$ cat src/common/i2c_slave_pkg.sv
// I2C slave shared definitions

package i2c_slave_pkg;

  // input lockout after an accepted line change, in clk cycles
  localparam int BACKOFF = 7;

  localparam int HOLD_W = 16; // hold counter width

  typedef logic [6:0] addr_t;
  typedef logic [7:0] byte_t;

  // control byte as sent on the wire, address in the upper bits
  typedef struct packed {
    addr_t addr;
    logic  rw_n; // 1 means read
  } ctrl_fields_t;

  // one received word, control view or plain data view
  typedef union packed {
    byte_t        raw;
    ctrl_fields_t ctrl;
  } ctrl_byte_u;

endpackage

$ cat src/common/i2c_bus_if.sv
// Filtered I2C bus events
`timescale 1ns/1ps

interface i2c_bus_if;

  logic sda_level; // filtered sda
  logic scl_rise;
  logic scl_fall;
  logic start_det;
  logic stop_det;
  logic bus_busy;  // between start and stop

  modport src (
    output sda_level, scl_rise, scl_fall,
    output start_det, stop_det, bus_busy
  );

  modport snk (
    input sda_level, scl_rise, scl_fall,
    input start_det, stop_det, bus_busy
  );

endinterface

$ cat src/common/i2c_tx_if.sv
// I2C bit send handshake
`timescale 1ns/1ps

interface i2c_tx_if;

  logic send_strb;
  logic bit_val;
  logic last;      // release sda once the bit is held
  logic sent_strb;

  modport ctrl (
    output send_strb, bit_val, last,
    input  sent_strb
  );

  modport tx (
    input  send_strb, bit_val, last,
    output sent_strb
  );

endinterface

$ cat src/i2c_slave/i2c_bit_rx.sv
// I2C bit receiver
`timescale 1ns/1ps

module i2c_bit_rx #(
  parameter int CLOCK_RATE = 10_000_000,
  parameter int FREQ       = 250_000
) (
  input  logic   clk,
  input  logic   reset,
  i2c_bus_if.snk bus,
  input  logic   get_strb_i,
  output logic   got_strb_o,
  output logic   bit_o
);

  localparam int HW         = i2c_slave_pkg::HOLD_W;
  localparam int BIT_CYCLES = CLOCK_RATE / FREQ;
  localparam logic [HW-1:0] HOLD_LOAD = HW'(BIT_CYCLES * 20 / 100 - 1); // strobe at hold+1

  localparam logic [1:0] S_IDLE = 2'd0;
  localparam logic [1:0] S_RISE = 2'd1;
  localparam logic [1:0] S_FALL = 2'd2;
  localparam logic [1:0] S_WAIT = 2'd3;

  logic [1:0]    state;
  logic [HW-1:0] hold_cnt;

  always_ff @(posedge clk) begin
    if (reset || bus.start_det || bus.stop_det) begin
      state      <= S_IDLE;
      hold_cnt   <= '0;
      got_strb_o <= 1'b0;
    end else begin
      got_strb_o <= 1'b0;
      case (state)
        S_IDLE: begin
          if (get_strb_i) begin
            state <= S_RISE;
          end
        end
        S_RISE: begin
          if (bus.scl_rise) begin
            state <= S_FALL;
          end
        end
        S_FALL: begin
          if (bus.scl_fall) begin
            hold_cnt <= HOLD_LOAD;
            state    <= S_WAIT;
          end
        end
        default: begin
          if (hold_cnt != '0) begin
            hold_cnt <= hold_cnt - 1'b1;
          end else begin
            got_strb_o <= 1'b1;
            state      <= S_IDLE;
          end
        end
      endcase
    end
  end

  always_ff @(posedge clk) begin
    if (state == S_RISE && bus.scl_rise) begin
      bit_o <= bus.sda_level; // sample while scl high
    end
  end

endmodule

$ cat src/i2c_slave/i2c_bit_tx.sv
// I2C bit transmitter
`timescale 1ns/1ps

module i2c_bit_tx #(
  parameter int CLOCK_RATE = 10_000_000,
  parameter int FREQ       = 250_000
) (
  input  logic   clk,
  input  logic   reset,
  i2c_bus_if.snk bus,
  i2c_tx_if.tx   txi,
  output logic   sda_oen_o
);

  localparam int HW         = i2c_slave_pkg::HOLD_W;
  localparam int BIT_CYCLES = CLOCK_RATE / FREQ;
  localparam logic [HW-1:0] HOLD_LOAD = HW'(BIT_CYCLES * 20 / 100 - 1);

  localparam logic [1:0] S_IDLE = 2'd0;
  localparam logic [1:0] S_EDGE = 2'd1;
  localparam logic [1:0] S_WAIT = 2'd2;

  logic [1:0]    state;
  logic [HW-1:0] hold_cnt;
  logic          last_q;

  always_ff @(posedge clk) begin
    if (reset || bus.start_det || bus.stop_det) begin
      state         <= S_IDLE;
      hold_cnt      <= '0;
      txi.sent_strb <= 1'b0;
      sda_oen_o     <= 1'b1; // bus released
    end else begin
      txi.sent_strb <= 1'b0;
      case (state)
        S_IDLE: begin
          if (txi.send_strb) begin
            sda_oen_o <= txi.bit_val; // low pulls sda down
            state     <= S_EDGE;
          end
        end
        S_EDGE: begin
          if (bus.scl_fall) begin
            hold_cnt <= HOLD_LOAD;
            state    <= S_WAIT;
          end
        end
        default: begin
          if (hold_cnt != '0) begin
            hold_cnt <= hold_cnt - 1'b1;
          end else begin
            txi.sent_strb <= 1'b1;
            if (last_q) begin
              sda_oen_o <= 1'b1;
            end
            state <= S_IDLE;
          end
        end
      endcase
    end
  end

  always_ff @(posedge clk) begin
    if (state == S_IDLE && txi.send_strb) begin
      last_q <= txi.last;
    end
  end

  // controller waits for sent_strb before the next send
  a_send_when_idle: assert property (@(posedge clk) disable iff (reset)
    txi.send_strb |-> state == S_IDLE);

endmodule

$ cat src/i2c_slave/i2c_byte_ctrl.sv
// I2C byte controller
`timescale 1ns/1ps

module i2c_byte_ctrl #(
  parameter i2c_slave_pkg::addr_t ADDRESS = 7'b0101010
) (
  input  logic                 clk,
  input  logic                 reset,
  i2c_bus_if.snk               bus,
  output logic                 get_strb_o,
  input  logic                 got_strb_i,
  input  logic                 bit_i,
  i2c_tx_if.ctrl               txi,
  input  i2c_slave_pkg::byte_t data_i,
  input  logic                 dstrb_i,
  output i2c_slave_pkg::byte_t data_o,
  output logic                 dstrb_o,
  output logic                 busy_o,
  output logic                 cmd_strb_o
);

  localparam logic [3:0] S_IDLE      = 4'd0;
  localparam logic [3:0] S_CTRL_READ = 4'd1;
  localparam logic [3:0] S_CTRL_PROC = 4'd2;
  localparam logic [3:0] S_CACK_WAIT = 4'd3;
  localparam logic [3:0] S_WORD_READ = 4'd4;
  localparam logic [3:0] S_WORD_PROC = 4'd5;
  localparam logic [3:0] S_DACK_WAIT = 4'd6;
  localparam logic [3:0] S_WORD_SEND = 4'd7;
  localparam logic [3:0] S_WORD_WAIT = 4'd8;
  localparam logic [3:0] S_MACK_READ = 4'd9;
  localparam logic [3:0] S_MACK_PROC = 4'd10;

  logic [3:0]                 state;
  logic [2:0]                 bit_idx;
  logic                       rw_n;
  logic                       run;
  logic                       byte_sent;
  logic                       busy_q;
  i2c_slave_pkg::byte_t       tx_data;
  i2c_slave_pkg::ctrl_byte_u  rx_word;
  i2c_slave_pkg::ctrl_byte_u  rx_next;

  assign run       = bus.bus_busy && !(bus.start_det || bus.stop_det);
  assign rx_next   = {rx_word.raw[6:0], bit_i}; // msb first
  assign byte_sent = run && state == S_WORD_SEND && bit_idx == 3'd7;

  always_ff @(posedge clk) begin
    if (reset || bus.start_det || bus.stop_det) begin
      state         <= S_CTRL_READ;
      bit_idx       <= 3'd0;
      rw_n          <= 1'b0;
      get_strb_o    <= 1'b0;
      txi.send_strb <= 1'b0;
      txi.bit_val   <= 1'b1;
      txi.last      <= 1'b1;
      dstrb_o       <= 1'b0;
      cmd_strb_o    <= 1'b0;
    end else if (bus.bus_busy) begin
      get_strb_o    <= 1'b0;
      txi.send_strb <= 1'b0;
      dstrb_o       <= 1'b0;
      cmd_strb_o    <= 1'b0;
      case (state)
        S_CTRL_READ, S_WORD_READ, S_MACK_READ: begin
          get_strb_o <= 1'b1;
          state      <= state + 4'd1; // matching proc state
        end
        S_CTRL_PROC: begin
          if (got_strb_i) begin
            if (bit_idx != 3'd7) begin
              bit_idx <= bit_idx + 3'd1;
              state   <= S_CTRL_READ;
            end else if (rx_next.ctrl.addr != ADDRESS) begin
              state <= S_IDLE; // wait for next start
            end else begin
              rw_n          <= rx_next.ctrl.rw_n;
              txi.send_strb <= 1'b1;
              txi.bit_val   <= 1'b0;
              txi.last      <= ~rx_next.ctrl.rw_n; // keep sda for read data
              state         <= S_CACK_WAIT;
            end
          end
        end
        S_CACK_WAIT: begin
          if (txi.sent_strb) begin
            cmd_strb_o <= 1'b1;
            bit_idx    <= 3'd0;
            state      <= rw_n ? S_WORD_SEND : S_WORD_READ;
          end
        end
        S_WORD_PROC: begin
          if (got_strb_i) begin
            if (bit_idx != 3'd7) begin
              bit_idx <= bit_idx + 3'd1;
              state   <= S_WORD_READ;
            end else begin
              dstrb_o       <= 1'b1;
              txi.send_strb <= 1'b1;
              txi.bit_val   <= 1'b0;
              txi.last      <= 1'b1;
              state         <= S_DACK_WAIT;
            end
          end
        end
        S_DACK_WAIT: begin
          if (txi.sent_strb) begin
            bit_idx <= 3'd0;
            state   <= S_WORD_READ;
          end
        end
        S_WORD_SEND: begin
          txi.send_strb <= 1'b1;
          txi.bit_val   <= tx_data[3'd7 - bit_idx];
          txi.last      <= (bit_idx == 3'd7);
          state         <= S_WORD_WAIT;
        end
        S_WORD_WAIT: begin
          if (txi.sent_strb) begin
            if (bit_idx == 3'd7) begin
              state <= S_MACK_READ;
            end else begin
              bit_idx <= bit_idx + 3'd1;
              state   <= S_WORD_SEND;
            end
          end
        end
        S_MACK_PROC: begin
          if (got_strb_i) begin
            if (bit_i) begin
              state <= S_IDLE; // nack ends the read
            end else begin
              bit_idx <= 3'd0;
              state   <= S_WORD_SEND;
            end
          end
        end
        default: begin
        end
      endcase
    end
  end

  always_ff @(posedge clk) begin
    if (run && got_strb_i && (state == S_CTRL_PROC || state == S_WORD_PROC)) begin
      rx_word <= rx_next;
    end
  end

  always_ff @(posedge clk) begin
    if (reset) begin
      busy_q <= 1'b0;
    end else if (dstrb_i) begin
      busy_q <= 1'b1; // new load keeps busy
    end else if (byte_sent) begin
      busy_q <= 1'b0;
    end
  end

  always_ff @(posedge clk) begin
    if (dstrb_i) begin
      tx_data <= data_i;
    end
  end

  assign data_o = rx_word.raw;
  assign busy_o = dstrb_i | busy_q;

  a_no_rx_tx_overlap: assert property (@(posedge clk) disable iff (reset)
    !(dstrb_o && txi.sent_strb));

endmodule

$ cat src/i2c_slave/i2c_line_conditioner.sv
// I2C line conditioner
`timescale 1ns/1ps

module i2c_line_conditioner (
  input  logic   clk,
  input  logic   reset,
  input  logic   scl_i,
  input  logic   sda_i,
  i2c_bus_if.src bus
);

  localparam int CNT_W = $clog2(i2c_slave_pkg::BACKOFF + 1);
  localparam logic [CNT_W-1:0] LOCKOUT = CNT_W'(i2c_slave_pkg::BACKOFF);

  logic [CNT_W-1:0] scl_cnt;
  logic [CNT_W-1:0] sda_cnt;
  logic             scl_lvl;
  logic             sda_lvl;
  logic             scl_prev;
  logic             sda_prev;
  logic             busy_q;

  always_ff @(posedge clk) begin
    if (reset) begin
      scl_cnt       <= '0;
      sda_cnt       <= '0;
      scl_lvl       <= 1'b1; // idle bus is high
      sda_lvl       <= 1'b1;
      scl_prev      <= 1'b1;
      sda_prev      <= 1'b1;
      bus.scl_rise  <= 1'b0;
      bus.scl_fall  <= 1'b0;
      bus.start_det <= 1'b0;
      bus.stop_det  <= 1'b0;
      busy_q        <= 1'b0;
    end else begin
      if (scl_cnt != '0) begin
        scl_cnt <= scl_cnt - 1'b1;
      end else if (scl_i != scl_lvl) begin
        scl_lvl <= scl_i;
        scl_cnt <= LOCKOUT;
      end
      if (sda_cnt != '0) begin
        sda_cnt <= sda_cnt - 1'b1;
      end else if (sda_i != sda_lvl) begin
        sda_lvl <= sda_i;
        sda_cnt <= LOCKOUT;
      end
      scl_prev      <= scl_lvl;
      sda_prev      <= sda_lvl;
      bus.scl_rise  <= scl_lvl & ~scl_prev;
      bus.scl_fall  <= ~scl_lvl & scl_prev;
      bus.start_det <= ~sda_lvl & sda_prev & scl_lvl; // sda falls, scl high
      bus.stop_det  <= sda_lvl & ~sda_prev & scl_lvl;
      if (bus.start_det) begin
        busy_q <= 1'b1;
      end else if (bus.stop_det) begin
        busy_q <= 1'b0;
      end
    end
  end

  assign bus.sda_level = sda_lvl;
  assign bus.bus_busy  = busy_q;

  // sda must settle before scl rises
  a_cond_not_on_rise: assert property (@(posedge clk) disable iff (reset)
    !((bus.start_det || bus.stop_det) && bus.scl_rise));

endmodule

$ cat src/verilog/i2c_slave_top.sv
// I2C slave top level
`timescale 1ns/1ps

module i2c_slave_top #(
  parameter int                   CLOCK_RATE = 10_000_000,
  parameter int                   FREQ       = 250_000,
  parameter i2c_slave_pkg::addr_t ADDRESS    = 7'b0101010
) (
  input  logic                 clk,
  input  logic                 reset,
  input  logic                 scl_i,
  input  logic                 sda_i,
  output logic                 sda_oen_o,
  input  i2c_slave_pkg::byte_t data_i,
  input  logic                 dstrb_i,
  output i2c_slave_pkg::byte_t data_o,
  output logic                 dstrb_o,
  output logic                 busy_o,
  output logic                 cmd_strb_o
);

  logic get_strb;
  logic got_strb;
  logic rx_bit;

  i2c_bus_if bus ();
  i2c_tx_if  txi ();

  i2c_line_conditioner u_cond (
    .clk   (clk),
    .reset (reset),
    .scl_i (scl_i),
    .sda_i (sda_i),
    .bus   (bus.src)
  );

  i2c_bit_rx #(.CLOCK_RATE(CLOCK_RATE), .FREQ(FREQ)) u_rx (
    .clk        (clk),
    .reset      (reset),
    .bus        (bus.snk),
    .get_strb_i (get_strb),
    .got_strb_o (got_strb),
    .bit_o      (rx_bit)
  );

  i2c_bit_tx #(.CLOCK_RATE(CLOCK_RATE), .FREQ(FREQ)) u_tx (
    .clk       (clk),
    .reset     (reset),
    .bus       (bus.snk),
    .txi       (txi.tx),
    .sda_oen_o (sda_oen_o)
  );

  i2c_byte_ctrl #(.ADDRESS(ADDRESS)) u_ctrl (
    .clk        (clk),
    .reset      (reset),
    .bus        (bus.snk),
    .get_strb_o (get_strb),
    .got_strb_i (got_strb),
    .bit_i      (rx_bit),
    .txi        (txi.ctrl),
    .data_i     (data_i),
    .dstrb_i    (dstrb_i),
    .data_o     (data_o),
    .dstrb_o    (dstrb_o),
    .busy_o     (busy_o),
    .cmd_strb_o (cmd_strb_o)
  );

endmodule
$ cat config.mk
export PLATFORM = sky130hd
export DESIGN_NAME = i2c_slave_top
export DESIGN_NICKNAME = d
export VERILOG_FILES = /design/src/common/i2c_slave_pkg.sv /design/src/common/i2c_bus_if.sv /design/src/common/i2c_tx_if.sv /design/src/i2c_slave/i2c_bit_rx.sv /design/src/i2c_slave/i2c_bit_tx.sv /design/src/i2c_slave/i2c_byte_ctrl.sv /design/src/i2c_slave/i2c_line_conditioner.sv /design/src/verilog/i2c_slave_top.sv
export SDC_FILE = /design/constraint.sdc
export NUM_CORES = 1
export LEC_CHECK = 0
export ABC_AREA = 1
export BUFFER_PORTS_ARGS = -buffer_cell sky130_fd_sc_hd__buf_2
export CAP_MARGIN = 20
export CORE_MARGIN = 1
export CORE_UTILIZATION = 55
export DETAILED_ROUTE_END_ITERATION = 16
export HOLD_SLACK_MARGIN = 0.1
export PLACE_DENSITY = 0.76
export SLEW_MARGIN = 25
export SYNTH_ARGS = -nofsm -noshare
export SYNTH_HDL_FRONTEND = slang
export SYNTH_HIERARCHICAL = 1
export SYNTH_SLANG_ARGS = --single-unit
$ cat constraint.sdc
create_clock -name clk -period 1.8 [get_ports clk]
set_input_delay 0.27 -clock clk [delete_from_list [all_inputs] [get_ports clk]]
set_output_delay 0.27 -clock clk [all_outputs]
set_load 0.02 [all_outputs]
==> metrics.md <==
| Metric | Value |
|---|---|
| Outcome | `finished clean` |
| WP data arrival | `roughly 1800 ps` |
| Max Clk Rate | `590 MHz` |
| Skew final | `15.2 ps` |
| Starting Density | `0.568` |
| CTS buffer count | `9` |
| Critical path required time | `1860 ps` |
| Sequential element share of the synthesized area | `0.388` |
| Power density over the cells | `between 1000 and 1500 nW/um^2` |
| Flop pwr share | `0.344` |
| Max_slew headroom | `0.730` |
| Skew-Pair Late Insertion Delay | `360 ps` |
| Critical path type | `reg2reg` |
| Max-cap viol count | `0` |
| Worst R2R Path Depth | `7` |
| Wirelength per Cell | `12.6 um` |
| Yosys cell types | `34` |
| Via count | `around 4600` |
| Avg Inst Size Synth | `6.87 sq um` |
| Layout net count | `between 700 and 800` |
| Die ar. | `9380 sq um` |
| Hold Path Stages | `2` |
| Post-route antenna net violation count | `0` |
| RR Startpoint | `u_ctrl/state[0]$_SDFFE_PP1P_` |
| Shortest period the worst path allows | `1690 ps` |
| Clock tree sinks | `87` |
| Initial antenna violation count | `0` |
| RSZ-0062 raised after global routing | `yes` |
| Clk slew on worst S/H paths | `100 ps` |
| Psw | `3.25 mW` |
| GRT overflow | `0` |
| # rows | `34` |
| Hold Path Class | `in2reg` |
| Multiplexer area fraction after synthesis | `0` |
| Post-synthesis simple-gate area fraction | `0.393` |
| Bufs on Longest Clock Path | `2` |
| Pre-antenna DRT Iters | `5` |
| Min-delay src | `reset` |
| Cells after synthesis | `720` |
| Syn Std Cell Area | `~5000 sq um` |
| Setup Fix Bufs, Post-CTS | `0` |
| XOR/XNOR share of the synthesized area | `0.0106` |
| Compound-Gate Fraction of Synth Area | `0.0731` |
| Pin count of the biggest net entering global routing | `16` |
| Register bit total from synthesis | `87` |
| Core ar. | `8720 sq um` |
| CTS HTree Levels | `3` |
| Top_reg_cell synth | `dfxtp_1` |
| Clock group share of total power | `0.188` |
| Crit Reg-Reg Endpoint | `u_ctrl/data_o[2]$_DFFE_PP_` |
| DRC | `0` |
| Reg-to-reg slack, setup | `110 ps` |
| Crit. End Element | `register` |
| Comb pwr share | `0.468` |
| GRT Util Overall | `0.241` |
| Ant diodes | `0` |
| Synth Net Count | `749` |
| Most frequent cells in the layout | `nand2_1, nor2_1, inv_1, dfxtp_1, nand3_1` |
| Worst VDD drop | `1.28 mV` |
| Worst Setup Start Kind | `register` |
| Port Buffers | `24` |
| Main combinational cell family by area after synthesis | `simple AND/OR/NAND/NOR gates` |
| Adder-cell share of the synthesized area | `0.0404` |
| Crit share post-route | `0.941` |
| Final hold violations | `0` |
| Global placement routability congestion | `0.903` |
| Global-route wire length before repair | `18700 um` |
| Worst hold slack | `around 180 ps` |
| Switch share | `0.439` |
| WHS Endpoint | `u_cond/bus.bus_busy$_SDFFE_PP0P_` |
| Crit Path Max Fanout | `8` |
| Die Height | `about 97 um` |
| Vias in the first global route | `4268` |
| Iteration-0 DRC Markers | `219` |
| Area grow syn2layout | `13.1%` |
| Most common cell after layout, fill and taps aside | `nand2_1` |
| Ratio of cells with drive above 1 in the final layout | `0.161` |
| Slew Limit Fails | `0` |
| Leakage | `2.82 nW` |
| Wirelength, routed | `approximately 11000 um` |
| Cell Int Power | `roughly 4.2 mW` |
| Worst-Margin Slew | `approximately 400 ps` |
| DP Wirelength | `between 8000 and 9000 um` |
| IO Pins | `25` |
| Power Total | `about 7.4 mW` |
| Async set-reset flop share out of synthesis | `0` |
| Horiz. Die Dim | `96.9 um` |
| EDFF count, synth | `18` |
| Yosys warns | `6` |
| CTS tree | `done` |
| Root Buffer | `clkbuf_8` |
| DR vias/cell | `5.22` |
| Finish-stage setup viols | `0` |
-- critical path, stage by stage (launching register included) --
cell and delay, ps:
dfxtp_2 360, inv_1 120, ha_2 250, nand2_1 140, nand2_4 140, inv_1 70
nor3_2 120, buf_4 200
-- power groups by stage --
stage          Clock (mW)  Sequential [mW]  Combinational, mW
6_report             1.40             2.55               3.47
5_1_grt              1.52             2.60               3.98
4_1_cts              1.44             2.54               3.35
3_5_place_dp            0             2.59               3.29
3_3_place_gp            0             2.57               3.16
2_1_floorplan           0             2.51               2.74
-- stage by stage --
step	instance area (sq um)	util	setup TNS, ps	worst slack, ps	std cells
after detailed placement	5230	0.600	0	78.5	857
after floorplan	4950	-	0	110	720
after CTS	5520	0.633	0	44.9	881
after global routing	5600	0.642	-57.0	-45.2	883
after global placement	5230	0.600	0	138	857
final	5600	0.642	0	106	883
-- kinds of logic (layout without fill, tap and decap cells) --
family / Yosys count / in the layout
DFF: 87 / 87
xor gates and xnor gates: 6 / 6
adders and majority gates: 16 / 16
buffers and inverters: 110 / 163
AOI/OAI and AO/OA: 63 / 64
and+or+nand+nor: 438 / 439
-- registers in the layout, indices dropped and copies added, names as in the netlist, 2 cells and up --
name / count
u_tx/hold_cnt: 16
u_rx/state: 2
u_tx/state: 2
u_ctrl/bit_idx: 3
u_cond/scl_cnt: 3
u_ctrl/state: 4
u_ctrl/data_o: 8
u_cond/sda_cnt: 3
u_ctrl/tx_data: 8
u_rx/hold_cnt: 16
-- Yosys cell counts, types with 4 or more instances --
master,number,area share
nor2_4,5,0.011
inv_2,7,0.0053
inv_1,93,0.071
xor2_1,4,0.0071
edfxtp_1,18,0.11
a21oi_1,29,0.029
nand3_1,52,0.053
nor2_1,148,0.11
nor3_1,12,0.012
nor2_2,13,0.016
nor4_1,4,0.0051
nand2_4,4,0.0091
ha_1,16,0.040
dfxtp_1,69,0.28
o21ai_0,23,0.023
nand2_1,168,0.13
nand3_2,8,0.016
nand2_2,13,0.016
buf_6,6,0.014
nand4_1,7,0.0088
-- area by class of cell --
type / count / area, sq um
multi-input cells: 525 / 2640
clock buffers: 12 / 178
clock inverters: 4 / 32.5
well taps: 108 / 135
fillers: 788 / 3120
inverters: 101 / 382
repair buffers: 46 / 305
flip-flops and latches: 87 / 1930
-- how the worst max path moves through the flow --
stage / from / end / slack [ps] / depth (start not counted)
floorplan: u_ctrl/state[0]$_SDFFE_PP1P_ / u_ctrl/data_o[0]$_DFFE_PP_ / 110 / 6
global placement: u_ctrl/state[0]$_SDFFE_PP1P_ / u_ctrl/data_o[7]$_DFFE_PP_ / 140 / 7
detailed placement: u_tx/hold_cnt[0]$_SDFFE_PP0P_ / u_tx/hold_cnt[12]$_SDFFE_PP0P_ / 80 / 9
CTS: u_tx/hold_cnt[0]$_SDFFE_PP0P_ / u_tx/hold_cnt[12]$_SDFFE_PP0P_ / 40 / 9
global route: u_rx/state[0]$_SDFFE_PP0P_ / u_rx/hold_cnt[4]$_SDFFE_PP0P_ / -50 / 9
finish: u_ctrl/state[0]$_SDFFE_PP1P_ / u_ctrl/data_o[2]$_DFFE_PP_ / 110 / 7
-- timing repair --
action                                 in CTS  in global routing
resized for setup                           0                 16
hold buffers                                8                  0
endpoints found under the hold margin       8                  0
setup endpoints to repair                   0                 44
-- metal layers --
metal / vias to the layer above / track usage / wire (um)
met5: - / 0 / 0
met3: 22 / 0.0405 / 552
met2: 127 / 0.420 / 5450
li1: 2369 / - / -
met1: 2095 / 0.300 / 4890
met4: 0 / 0.0873 / 219
No activity file was read; power rests on OpenSTA's default activity.
